[config.mk]
export PLATFORM = sky130hd
export DESIGN_NAME = mem_stage
export DESIGN_NICKNAME = d
export VERILOG_FILES = /design/src/hw/mem_pkg.sv /design/src/hw/mem_stage.sv /design/src/hw/mem_wb_reg.sv /design/src/hw/mem_lane.sv /design/src/hw/load_align.sv
export VERILOG_INCLUDE_DIRS = /design/src /design/src/hw
export SDC_FILE = /design/constraint.sdc
export NUM_CORES = 1
export LEC_CHECK = 0
export BUFFER_PORTS_ARGS = -buffer_cell sky130_fd_sc_hd__buf_2
export CAP_MARGIN = 10
export CORE_AREA = 2 2 280 282
export DETAILED_ROUTE_END_ITERATION = 8
export DIE_AREA = 0 0 282 284
export GPL_TIMING_DRIVEN = 0
export RECOVER_POWER = 100
export SETUP_SLACK_MARGIN = 0.02
export SLEW_MARGIN = 15
export SYNTH_ARGS = -nofsm -noshare
export SYNTH_HDL_FRONTEND = slang
export SYNTH_SLANG_ARGS = --single-unit
[constraint.sdc]
create_clock -name clk -period 3.7 [get_ports clk]
set_clock_uncertainty 0.05 [all_clocks]
set_input_delay 0.37 -clock clk [delete_from_list [all_inputs] [get_ports clk]]
set_output_delay 0.37 -clock clk [all_outputs]
set_load 0.1 [all_outputs]
[src/hw/mem_cfg.svh]
`ifndef MEM_CFG_SVH
`define MEM_CFG_SVH

// datapath and issue width
`define MEM_XLEN        32
`define MEM_LANES       2
`define MEM_REG_AW      5
`define MEM_ALUOP_W     8

// exception fields, this stage adds one flag and one cause
`define MEM_EXC_IN_W    5
`define MEM_EXC_OUT_W   6
`define MEM_CAUSE_W     7

// load opcodes as seen on aluop
`define MEM_ALU_LDB     8'h20
`define MEM_ALU_LDBU    8'h21
`define MEM_ALU_LDH     8'h22
`define MEM_ALU_LDHU    8'h23
`define MEM_ALU_LDW     8'h24
`define MEM_ALU_LLW     8'h25

// cause slot with nothing to report
`define MEM_EXCEPTION_NOP 7'h7f

`endif
[src/hw/mem_pkg.sv]
`include "mem_cfg.svh"

package mem_pkg;

    typedef enum logic [2:0] {
        LD_NONE = 3'd0,
        LD_B    = 3'd1,  // signed byte
        LD_BU   = 3'd2,
        LD_H    = 3'd3,  // signed half
        LD_HU   = 3'd4,
        LD_W    = 3'd5   // word, also ll.w
    } load_kind_t;

    typedef struct packed {
        logic                   en;
        logic [`MEM_REG_AW-1:0] addr;
        logic [`MEM_XLEN-1:0]   data;
    } reg_write_t;

    // one lane from execute
    typedef struct packed {
        logic                                        valid;
        logic [`MEM_XLEN-1:0]                        pc;
        logic [`MEM_ALUOP_W-1:0]                     aluop;
        logic [`MEM_XLEN-1:0]                        mem_addr;
        reg_write_t                                  wr;
        logic [`MEM_EXC_IN_W-1:0]                    exc;
        logic [`MEM_EXC_IN_W-1:0][`MEM_CAUSE_W-1:0]  cause;
    } lane_in_t;

    // one lane to commit control
    typedef struct packed {
        logic                                        valid;
        logic [`MEM_XLEN-1:0]                        pc;
        logic [`MEM_XLEN-1:0]                        addr;
        logic [`MEM_EXC_OUT_W-1:0]                   exc;
        logic [`MEM_EXC_OUT_W-1:0][`MEM_CAUSE_W-1:0] cause;
    } commit_t;

    typedef struct packed {
        reg_write_t [`MEM_LANES-1:0] lane;
    } wb_bundle_t;

    typedef struct packed {
        commit_t [`MEM_LANES-1:0] lane;
    } commit_bundle_t;

endpackage

[src/hw/mem_stage.sv]
`timescale 1ns/1ps
`include "mem_cfg.svh"

module mem_stage (
    input  logic                                    clk,
    input  logic                                    rst_n,
    input  mem_pkg::lane_in_t   [`MEM_LANES-1:0]    lane_in,
    input  logic                [`MEM_XLEN-1:0]     dcache_read_data,
    input  logic                                    data_ok,
    output mem_pkg::reg_write_t [`MEM_LANES-1:0]    mem_pf_write,
    output logic                                    pause_mem,
    output mem_pkg::wb_bundle_t                     wb_write,
    output mem_pkg::commit_bundle_t                 commit_out
);

    logic [`MEM_LANES-1:0]   wait_data;
    logic [`MEM_LANES-1:0]   exc_lane;
    logic                    exc_any;
    mem_pkg::wb_bundle_t     wb_d;
    mem_pkg::commit_bundle_t commit_d;

    genvar i;
    generate
        for (i = 0; i < `MEM_LANES; i++) begin : g_lane
            assign mem_pf_write[i] = lane_in[i].wr;  // dispatcher bypass, raw exe data
            assign exc_lane[i]     = |lane_in[i].exc;

            mem_lane i_mem_lane (
                .lane         (lane_in[i]),
                .read_word    (dcache_read_data),
                .data_ok      (data_ok),
                .wait_data    (wait_data[i]),
                .wb_entry     (wb_d.lane[i]),
                .commit_entry (commit_d.lane[i])
            );
        end
    endgenerate

    assign exc_any   = |exc_lane;
    assign pause_mem = (|wait_data) && !exc_any;  // exception flushes, no need to wait

    mem_wb_reg #(
        .payload_t (mem_pkg::wb_bundle_t)
    ) i_wb_reg (
        .clk   (clk),
        .rst_n (rst_n),
        .stall (pause_mem),
        .d     (wb_d),
        .q     (wb_write)
    );

    mem_wb_reg #(
        .payload_t (mem_pkg::commit_bundle_t)
    ) i_commit_reg (
        .clk   (clk),
        .rst_n (rst_n),
        .stall (pause_mem),
        .d     (commit_d),
        .q     (commit_out)
    );

    // pending exception must never hold the pipe on the cache
    a_no_pause_on_exc: assert property (
        @(posedge clk) disable iff (!rst_n)
        exc_any |-> !pause_mem
    ) else $error("pause_mem high with exception pending");

endmodule

[src/hw/mem_wb_reg.sv]
`timescale 1ns/1ps

module mem_wb_reg #(
    parameter type payload_t = logic
) (
    input  logic     clk,
    input  logic     rst_n,
    input  logic     stall,
    input  payload_t d,
    output payload_t q
);

    always_ff @(posedge clk or negedge rst_n) begin
        if (!rst_n) begin
            q <= '0;
        end else if (stall) begin
            q <= '0;  // bubble
        end else begin
            q <= d;
        end
    end

    a_bubble_after_stall: assert property (
        @(posedge clk) disable iff (!rst_n)
        stall |=> (q == '0)
    ) else $error("stage register not empty after stalled edge");

endmodule

[src/hw/mem_lane.sv]
`timescale 1ns/1ps
`include "mem_cfg.svh"

module mem_lane (
    input  mem_pkg::lane_in_t    lane,
    input  logic [`MEM_XLEN-1:0] read_word,
    input  logic                 data_ok,
    output logic                 wait_data,
    output mem_pkg::reg_write_t  wb_entry,
    output mem_pkg::commit_t     commit_entry
);

    mem_pkg::load_kind_t  kind;
    logic                 is_load;
    logic [`MEM_XLEN-1:0] aligned;

    always_comb begin
        case (lane.aluop)
            `MEM_ALU_LDB:  kind = mem_pkg::LD_B;
            `MEM_ALU_LDBU: kind = mem_pkg::LD_BU;
            `MEM_ALU_LDH:  kind = mem_pkg::LD_H;
            `MEM_ALU_LDHU: kind = mem_pkg::LD_HU;
            `MEM_ALU_LDW:  kind = mem_pkg::LD_W;
            `MEM_ALU_LLW:  kind = mem_pkg::LD_W;  // ll.w reads like ld.w
            default:       kind = mem_pkg::LD_NONE;
        endcase
    end

    assign is_load   = (kind != mem_pkg::LD_NONE);
    assign wait_data = is_load && !data_ok;

    load_align i_load_align (
        .kind      (kind),
        .byte_off  (lane.mem_addr[1:0]),
        .read_word (read_word),
        .load_data (aligned)
    );

    assign wb_entry.en   = lane.wr.en;
    assign wb_entry.addr = lane.wr.addr;
    assign wb_entry.data = !is_load ? lane.wr.data :
                           data_ok  ? aligned      : '0;

    assign commit_entry.valid = lane.valid;
    assign commit_entry.pc    = lane.pc;
    assign commit_entry.addr  = lane.mem_addr;
    assign commit_entry.exc   = {lane.exc, 1'b0};  // no mem-stage exception yet
    assign commit_entry.cause = {lane.cause, `MEM_EXCEPTION_NOP};

    // stall request only ever comes from a real load opcode
    always_comb begin
        assert final (!wait_data || lane.aluop inside {`MEM_ALU_LDB, `MEM_ALU_LDBU,
                      `MEM_ALU_LDH, `MEM_ALU_LDHU, `MEM_ALU_LDW, `MEM_ALU_LLW})
        else $error("wait_data raised for non-load aluop %h", lane.aluop);
    end

endmodule

[src/hw/load_align.sv]
`timescale 1ns/1ps
`include "mem_cfg.svh"

module load_align (
    input  mem_pkg::load_kind_t  kind,
    input  logic [1:0]           byte_off,
    input  logic [`MEM_XLEN-1:0] read_word,
    output logic [`MEM_XLEN-1:0] load_data
);

    logic [7:0]  byte_sel;
    logic [15:0] half_sel;

    always_comb begin
        case (byte_off)
            2'd0: byte_sel = read_word[7:0];
            2'd1: byte_sel = read_word[15:8];
            2'd2: byte_sel = read_word[23:16];
            default: byte_sel = read_word[31:24];
        endcase
    end

    assign half_sel = byte_off[1] ? read_word[31:16] : read_word[15:0];  // lane 2 or lane 0

    always_comb begin
        case (kind)
            mem_pkg::LD_B: begin
                load_data = {{(`MEM_XLEN-8){byte_sel[7]}}, byte_sel};
            end
            mem_pkg::LD_BU: begin
                load_data = {{(`MEM_XLEN-8){1'b0}}, byte_sel};
            end
            mem_pkg::LD_H: begin
                if (byte_off[0]) begin
                    load_data = '0;  // misaligned half
                end else begin
                    load_data = {{(`MEM_XLEN-16){half_sel[15]}}, half_sel};
                end
            end
            mem_pkg::LD_HU: begin
                if (byte_off[0]) begin
                    load_data = '0;
                end else begin
                    load_data = {{(`MEM_XLEN-16){1'b0}}, half_sel};
                end
            end
            mem_pkg::LD_W: begin
                load_data = read_word;
            end
            default: begin
                load_data = '0;
            end
        endcase
    end

endmodule

==> impl_metrics.csv, run 1 <==
group,metric,value,unit
run_status,outcome,"finished with violations",
run_status,violations,"capacitance limit, slew limit",
grt,grt_max_degree,95,
route,viasPerCell,3.73,
clock_network,clkSinkCount,287,
route,vias,11000,
critical_path,path_cells,"dlygate4sd3_1 > clkbuf_1 > nor4_1 > and3_1 > o21a_4 > buf_6 > buf_2 > clkbuf_4",
clock_network,numCtsBuffers,36,
final_layout,postLayoutCellArea,19400,sq um
final_layout,final_cells,2946,
floorplanning,coreArea,77000,sq um
floorplanning,initial_core_util,15.2,%
logic_synthesis,ys.flop_type,"dfrtp_1",
clock_network,cts-htree-levels,2,
route,wire_per_inst,19.9,um
place,dp_cells,2667,
logic_synthesis,async_reset_ff_share,100,%
clock_network,clkTransAtPathRegs,60,ps
route,ant_nets,0,
job,maxCapViolCount,1,
place,post_dp_cell_area,16700,sq um
grt,grt_antenna_before_repair,12,
place,routabilityCongestion,0.841,
clock_network,cts_buffer_depth,3,
timing,post-route-period-util,91.1,%
critical_path,required,3280,ps
critical_path,start_kind,"primary input",
floorplanning,fp.dieArea,80100,sq um
route,drc_errors,0,
clock_network,postCtsSetupBuffers,0,
final_layout,nets,2208,
power_and_ir_drop,peakVddDrop,298,uV
critical_path,max_stage_delay,540,ps
floorplanning,die_x,282,um
route,drt-initial-drc-count,560,
timing,setup_viol,0,
route,drt_wl_total,58700,um
logic_synthesis,synth_edf_count,0,
power_and_ir_drop,fin_total_pwr,9.71,mW
route,routed-wl-met3,5260,um
place,port_buffers,709,
critical_path,critPathMaxFanout,11,
timing,slew_violations,61,
final_layout,syn_to_final_growth,65.3,%
logic_synthesis,syn-cell-area,11700,sq um
route,dr.max_layer_used,"met5",
grt,grt_pass1_wl,80000,um
timing,timing.hold.ws,39.5,ps
critical_path,cp-end-kind,"output pin",
final_layout,final_cell_mix,"clkbuf_1, buf_2, dfrtp_1",
logic_synthesis,ys_seq_area_share,61.3,%
floorplanning,io_pins,716,
logic_synthesis,synth-seq-cells,287,
route,dr.pass1.iters,4,
route,wl_met1,23700,um
final_layout,drive_gt1_share,27.8,%
logic_synthesis,ys_warn_count,0,
critical_path,critical_path_arrival,2950,ps
timing,tightest_slew,1640,ps
critical_path,cp_slowest_cell,"dlygate4sd3_1",
final_layout,final_common_cell,"clkbuf_1",
min_path,min_path_type,"primary input to register",
logic_synthesis,syn_area_per_cell,12.8,sq um
timing,hold_viol_final,0,
power_and_ir_drop,power.density,501,nW/um^2
grt,grt.total_usage,13.9,%
logic_synthesis,yosysUniqueCellTypes,51,
critical_path,worstSetupPathType,"primary input to output pin",
timing,slew_headroom,-9.35,%
place,hpwl,45700,um
timing,period_minus_slack,3370,ps
timing,rsz0062_at_grt,"false",
grt,overflow,0,
clock_network,cts_tree,"done",
clock_network,cts_root_buf,"clkbuf_16",
timing,fmax,297,MHz
timing,fin_setup_tns,0,ps
logic_synthesis,synthesis.instances,914,
route,route.met2.wl,27700,um
floorplanning,fp.dieH,284,um
power_and_ir_drop,leakage,8.36,nW
grt,first_global_vias,11520,
floorplanning,row_count,102,
==> area by class of cell <==
type,count,area [sq um]
clock inverter,16,216
buffer,157,1000
sequential,287,7180
fill,8305,57600
timing repair buffer,918,5170
clock buffer,47,1000
inverter,3,11.3
antenna,10,25.0
multi-input combinational,468,3460
tap,1040,1300
==> what timing repair did <==
| action | CTS | global route |
|---|---|---|
| gates resized for setup | 0 | 2 |
| hold endpoints to repair | 264 | 0 |
| endpoints found under the setup margin | 0 | 1 |
| hold buffers | 206 | 0 |
==> synth_stat cells, drive strengths merged, types with 2 or more instances <==
| cell | number | area [sq um] |
|---|---|---|
| nor4b | 4 | 65.1 |
| a21oi | 14 | 77.6 |
| mux2 | 10 | 113 |
| mux4 | 16 | 368 |
| nor2 | 15 | 56.3 |
| nor3b | 5 | 47.5 |
| dfrtp | 287 | 7180 |
| nor2b | 216 | 1350 |
| mux2i | 2 | 20.0 |
| a31oi | 16 | 100 |
| o21ai | 18 | 90.1 |
| a32oi | 17 | 149 |
| clkbuf | 18 | 67.6 |
| buf | 139 | 982 |
| nor4 | 3 | 33.8 |
| and2 | 8 | 50.1 |
| a22oi | 9 | 72.6 |
| a22o | 8 | 70.1 |
| o21a | 2 | 16.3 |
| a2111oi | 7 | 75.1 |
| nand4 | 2 | 12.5 |
| inv | 3 | 11.3 |
| and3 | 2 | 12.5 |
| nand3 | 7 | 47.6 |
| o2111ai | 8 | 70.1 |
| a221o | 37 | 370 |
| nand2 | 29 | 109 |
==> worst max-delay path, delay by kind of cell <==
family                 cells  cell delay, ps
AOI/OAI and AO/OA          1             270
buffers and inverters      5            1640
and+or+nand+nor            2             650
==> through the flow <==
stage | utilization (%) | worst slack, ps
floorplan | - | 1530
global placement | 21.5 | -3600
detailed placement | 21.7 | 593
CTS | 25.9 | 32.5
global route | 25.1 | 106
finish | 25.2 | 328
==> flip-flops by register name, indices dropped and copies added, names as in the netlist <==
register,cells
i_wb_reg.q,76
i_commit_reg.q,211
==> report_power, final <==
group / total (mW) / leakage, nW / switching [mW] / internal, mW
clock network: 3.66 / 0.602 / 1.46 / 2.20
logic: 2.69 / 4.42 / 2.13 / 0.557
registers: 3.36 / 3.34 / 0.0528 / 3.31
==> worst paths after layout <==
path,start,to,slack [ps],cells after the start
min in group asynchronous,rst_n,i_commit_reg.q[126],730,2
worst max-delay path,lane_in[38],pause_mem,330,8
worst min-delay path,lane_in[7],i_commit_reg.q[14],40,2
max in group asynchronous,rst_n,i_wb_reg.q[32],570,3
==> per-layer routing <==
layer / GRT usage, % / up-vias
li1: - / 4976
met1: 16.7 / 5351
met2: 23.4 / 580
met3: 4.22 / 91
met4: 4.95 / 2
met5: 0 / -
==> kinds of logic (layout without fill, tap and decap cells) <==
group	Yosys count	in the layout	share of synthesized area, %
muxes	28	28	4.27
other	1	12	0.0320
and+or+nand+nor	298	298	15.7
DFF	287	287	61.3
AOI/OAI and AO/OA	140	140	9.62
buffers and inverters	160	1141	9.05
(Power assumes the default switching activity.)
==> run 2: changes to the inputs <==
- CORE_AREA: 2 2 280 282 -> 2 2 275 277
- DIE_AREA: 0 0 282 284 -> 0 0 277 279
- SYNTH_HIERARCHICAL: unset -> 1
==> impl_metrics.csv, run 2 <==
group,metric,value,unit
final_layout,final_common_cell,"clkbuf_1",
final_layout,drive_gt1_share,28.4,%
critical_path,path_buf_inv,6,
power_and_ir_drop,peakVddDrop,292,uV
route,ant_nets,0,
logic_synthesis,syn_area_per_cell,10.9,sq um
grt,first_global_vias,12720,
logic_synthesis,ys_seq_area_share,48.7,%
floorplanning,fp.dieArea,77300,sq um
final_layout,utilization,29.7,%
route,drc_errors,0,
run_status,outcome,"finished with violations",
floorplanning,initial_core_util,20.9,%
final_layout,reg.largest.list,"i_commit_reg/q (226), i_wb_reg/q (76)",
timing,slew_violations,29,
timing,post-route-period-util,89.3,%
critical_path,cp_top_family,"buffers and inverters",
timing,period_minus_slack,3300,ps
route,drt_wl_total,57700,um
clock_network,cts_tree,"done",
final_layout,largest_register,"i_commit_reg/q",
logic_synthesis,synthTopCellsByArea,"dfrtp_1, buf_4, nor2b_1, mux2i_1, nor2b_2",
floorplanning,coreArea,74100,sq um
critical_path,max_stage_delay,730,ps
timing,rsz0062_at_grt,"false",
grt,grt_pass1_wl,82200,um
route,wire_per_inst,18.2,um
logic_synthesis,syn-cell-area,15500,sq um
floorplanning,die_x,277,um
logic_synthesis,synth_top_area_share,48.7,%
floorplanning,io_pins,716,
timing,fin_setup_tns,0,ps
logic_synthesis,ys_top_cells_by_count,"buf_4, dfrtp_1, nor2b_1",
critical_path,start_kind,"primary input",
route,vias,11991,
route,dr.pass1.iters,5,
final_layout,final_cell_mix,"clkbuf_1, buf_4, dfrtp_1",
clock_network,clkSinkCount,302,
critical_path,cp_slowest_cell,"clkbuf_1",
critical_path,worstSetupPathType,"primary input to register",
logic_synthesis,yosysUniqueCellTypes,41,
critical_path,critical_path_arrival,3670,ps
grt,overflow,0,
timing,tightest_slew,2030,ps
grt,grt.total_usage,14.4,%
final_layout,nets,2502,
floorplanning,row_count,100,
clock_network,clkTransAtPathRegs,60,ps
min_path,hold_depth,2,
logic_synthesis,synthesis.instances,1425,
clock_network,cts-htree-levels,2,
grt,grt_max_degree,101,
min_path,min_path_type,"primary input to register",
final_layout,largest_reg_flops,226,
timing,hold_viol_final,0,
final_layout,regArea,7560,sq um
route,drt-initial-drc-count,547,
critical_path,path_cells,"buf_2 > nor3b_2 > nand3_1 > clkbuf_1 > buf_8 > nor2_1 > o2111a_1 > clkbuf_1 > buf_6 > clkbuf_2 > nor2b_2",
clock_network,numCtsBuffers,37,
critical_path,critical_path_depth,11,
critical_path,critPathMaxFanout,10,
timing,slew_headroom,-35.4,%
critical_path,cp-end-kind,"register",
logic_synthesis,synth-seq-cells,302,
final_layout,fillCellCount,7840,
route,viasPerCell,3.78,
timing,setup_viol,0,
critical_path,required,4070,ps
logic_synthesis,yosys.cell_count.top_type,"buf_4",
logic_synthesis,ys.flop_type,"dfrtp_1",
place,port_buffers,502,
grt,grt_antenna_before_repair,17,
critical_path,cp_common_cell,"clkbuf_1",
run_status,violations,"capacitance limit, slew limit",
place,routabilityCongestion,0.868,
final_layout,syn_to_final_growth,41.9,%
timing,fmax,303,MHz
clock_network,cts_root_buf,"clkbuf_16",
logic_synthesis,synth_edf_count,0,
clock_network,cts_buffer_depth,3,
logic_synthesis,async_reset_ff_share,100,%
logic_synthesis,ys_warn_count,6,
final_layout,multi_input_area,4700,sq um
logic_synthesis,synth.largest_area_cell,"dfrtp_1",
power_and_ir_drop,leakage,10.2,nW
job,maxCapViolCount,1,
power_and_ir_drop,power.density,471,nW/um^2
floorplanning,fp.dieH,279,um
place,hpwl,45100,um
[run 2: power breakdown]
group	internal, mW	leakage (nW)	switching, mW
Clock	2.56	0.666	1.51
Combinational	0.644	5.97	2.12
Sequential	3.47	3.52	0.0511
Total	6.68	10.2	3.69
[run 2: cell type report]
class / count / share of cell area, %
clock buffer: 49 / 4.74
clock inverter: 18 / 1.51
buffer: 391 / 13.3
tap: 969 / 5.51
multi-input combinational: 678 / 21.4
antenna: 9 / 0.102
timing repair buffer: 689 / 18.0
sequential: 302 / 34.4
inverter: 66 / 1.13
[run 2: cell families after synthesis]
family / share of synthesized area [%]
simple gates: 19.0
mux: 6.68
other cells: 0.0968
flops: 48.7
buf+inv: 20.8
compound gates: 4.48
xor+xnor: 0.226
[run 2: stage by stage]
stage | instance area [sq um] | hold slack [ps] | std cells | total power [mW] | worst slack, ps
after CTS | 22600 | 0.708 | 3162 | 10.6 | 572
after floorplan | 15500 | 24.4 | 1437 | 5.69 | 1020
after global placement | 19300 | 537 | 2908 | 6.22 | -3990
after global routing | 22000 | 6.61 | 3169 | 10.8 | 207
after detailed placement | 19400 | 206 | 2911 | 6.25 | 101
final | 22000 | 29.3 | 3171 | 10.4 | 397
[run 2: timing repair]
item                                    4_1_cts  5_1_grt
resized for setup                             0        0
hold buffers                                184        0
hold endpoints to repair                    224        0
setup buffers                                 0        0
endpoints found under the setup margin        0        0
[run 2: final timing paths]
path,start,end,slack (ps)
setup / recovery,lane_in[114],i_commit_reg/q[167],400
hold / removal,lane_in[100],i_commit_reg/q[70],30
max in group asynchronous,rst_n,i_commit_reg/q[109],910
min in group asynchronous,rst_n,i_wb_reg/q[27],880
[run 2: metal layers]
| layer | GRT usage [%] | up-vias | share of wire (%) | wire length (um) |
|---|---|---|---|---|
| li1 | - | 5645 | - | - |
| met1 | 14.8 | 5659 | 36 | 20700 |
| met2 | 26.5 | 571 | 52 | 29800 |
| met3 | 4.83 | 114 | 8.3 | 4780 |
| met4 | 6.56 | 2 | 4.2 | 2410 |
| met5 | 0 | - | 0.023 | 13 |
==> run 3: changes to the inputs <==
- PLACE_DENSITY: unset -> 0.46
==> impl_metrics.csv, run 3 (synthesis gave the netlist of run 2 again) <==
group,metric,value,unit
run_status,outcome,"finished with violations",
run_status,violations,"capacitance limit, slew limit",
critical_path,worstSetupPathType,"primary input to register",
timing,hold_viol_final,0,
floorplanning,io_pins,716,
place,hpwl,47300,um
route,drt_wl_total,58600,um
final_layout,largest_reg_flops,226,
timing,setup_viol,0,
clock_network,cts_root_buf,"clkbuf_16",
final_layout,final_common_cell,"clkbuf_1",
clock_network,clkTransAtPathRegs,60,ps
floorplanning,fp.dieH,279,um
power_and_ir_drop,peakVddDrop,281,uV
min_path,min_path_type,"primary input to register",
critical_path,startpoint,"lane_in[265]",
grt,grt_max_degree,100,
route,vias,12267,
timing,tightest_slew,1780,ps
floorplanning,initial_core_util,20.9,%
floorplanning,coreArea,74100,sq um
timing,fmax,322,MHz
critical_path,start_kind,"primary input",
clock_network,cts-htree-levels,2,
grt,grt.total_usage,14.6,%
power_and_ir_drop,leakage,10.2,nW
timing,rsz0062_at_grt,"false",
timing,slew_headroom,-18.4,%
clock_network,clkSinkCount,302,
critical_path,cp-endpoint,"i_commit_reg/q[179]",
power_and_ir_drop,power.density,457,nW/um^2
grt,first_global_vias,13201,
job,maxCapViolCount,2,
timing,fin_setup_tns,0,ps
timing,slew_violations,25,
critical_path,critPathMaxFanout,10,
route,wire_per_inst,18.5,um
timing,post-route-period-util,84.0,%
clock_network,cts_tree,"done",
power_and_ir_drop,fin_total_pwr,10.1,mW
critical_path,critical_path_arrival,3480,ps
route,drt-initial-drc-count,441,
critical_path,required,4070,ps
final_layout,nets,2511,
final_layout,reg.largest.list,"i_commit_reg/q (226), i_wb_reg/q (76)",
final_layout,largest_register,"i_commit_reg/q",
clock_network,cts_buffer_depth,3,
final_layout,final_cell_mix,"clkbuf_1, buf_4, dfrtp_1",
floorplanning,die_x,277,um
clock_network,ctsResizeCount,0,
route,ant_nets,0,
timing,period_minus_slack,3110,ps
grt,grt_antenna_before_repair,10,
route,viasPerCell,3.87,
final_layout,syn_to_final_growth,41.7,%
critical_path,cp-end-kind,"register",
route,dr.pass1.iters,5,
min_path,hold_depth,2,
clock_network,numCtsBuffers,38,
floorplanning,fp.dieArea,77300,sq um
route,drc_errors,0,
grt,overflow,0,
place,routabilityCongestion,0.942,
grt,grt_pass1_wl,84800,um
floorplanning,row_count,100,
place,port_buffers,502,
final_layout,drive_gt1_share,28.3,%
-- run 3: cell count changes in the layout (fill, tap and decap cells not counted), sizes merged --
cell         change
dlygate4sd3      +8
bufinv           -6
clkbuf           +2
clkinvlp         -2
buf              +5
inv              -1
diode            -7
-- run 3: critical path: stages --
cell      delay, ps
buf_2           100
nor3b_1         270
nand3_1         180
buf_6           190
buf_8           160
nor2_1          400
o2111a_1        450
clkbuf_1        690
buf_6           300
buf_6           220
nor2b_1         100
-- run 3: layout make-up --
type                            count  area [sq um]
Clock buffer                       56          1140
Multi-Input combinational cell    678          4700
Timing Repair Buffer              697          4040
Antenna cell                        2          5.00
Buffer                            391          2940
Clock inverter                      9           129
Tap cell                          969          1210
Inverter                           66           248
Fill cell                        7958         52100
Sequential cell                   302          7560
-- run 3: power by group --
| part | internal [mW] | switching [mW] |
|---|---|---|
| clock | 2.28 | 1.46 |
| sequential | 3.48 | 0.0521 |
| combinational | 0.650 | 2.14 |
-- run 3: worst min-delay path by stage --
stage / from / to / slack (ps)
final: lane_in[271] / i_commit_reg/q[195] / 40
after global routing: lane_in[147] / i_commit_reg/q[109] / 10
after CTS: lane_in[180] / i_commit_reg/q[149] / 0.1
after detailed placement: rst_n / i_wb_reg/q[15] / 190
after global placement: lane_in[152] / i_commit_reg/q[121] / 540
after floorplan: rst_n / i_commit_reg/q[0] / 20
-- run 3: timing repair --
item / in CTS / in global routing
hold buffers: 192 / 0
setup buffers: 0 / 0
setup endpoints to repair: 0 / 0
endpoints found under the hold margin: 233 / 0
-- run 3: layer usage --
layer / track usage [%] / wire length, um / up-vias / part of all wire, %
li1: - / - / 5664 / -
met1: 16.0 / 22100 / 5964 / 38
met2: 26.8 / 30100 / 532 / 51
met3: 4.43 / 4550 / 99 / 7.8
met4: 4.70 / 1860 / 8 / 3.2
met5: 0 / 38 / - / 0.065
-- run 3: through the flow --
step | std cells | util [%] | worst slack, ps | area (sq um) | hold WS (ps)
5_1_grt | 3169 | 29.7 | 228 | 22000 | 13.6
3_5_place_dp | 2911 | 26.1 | 197 | 19400 | 194
4_1_cts | 3168 | 30.5 | 584 | 22600 | 0.115
6_report | 3170 | 29.7 | 591 | 22000 | 40.6
2_1_floorplan | 1437 | - | 1020 | 15500 | 24.4
3_3_place_gp | 2908 | 26.0 | -3720 | 19300 | 538
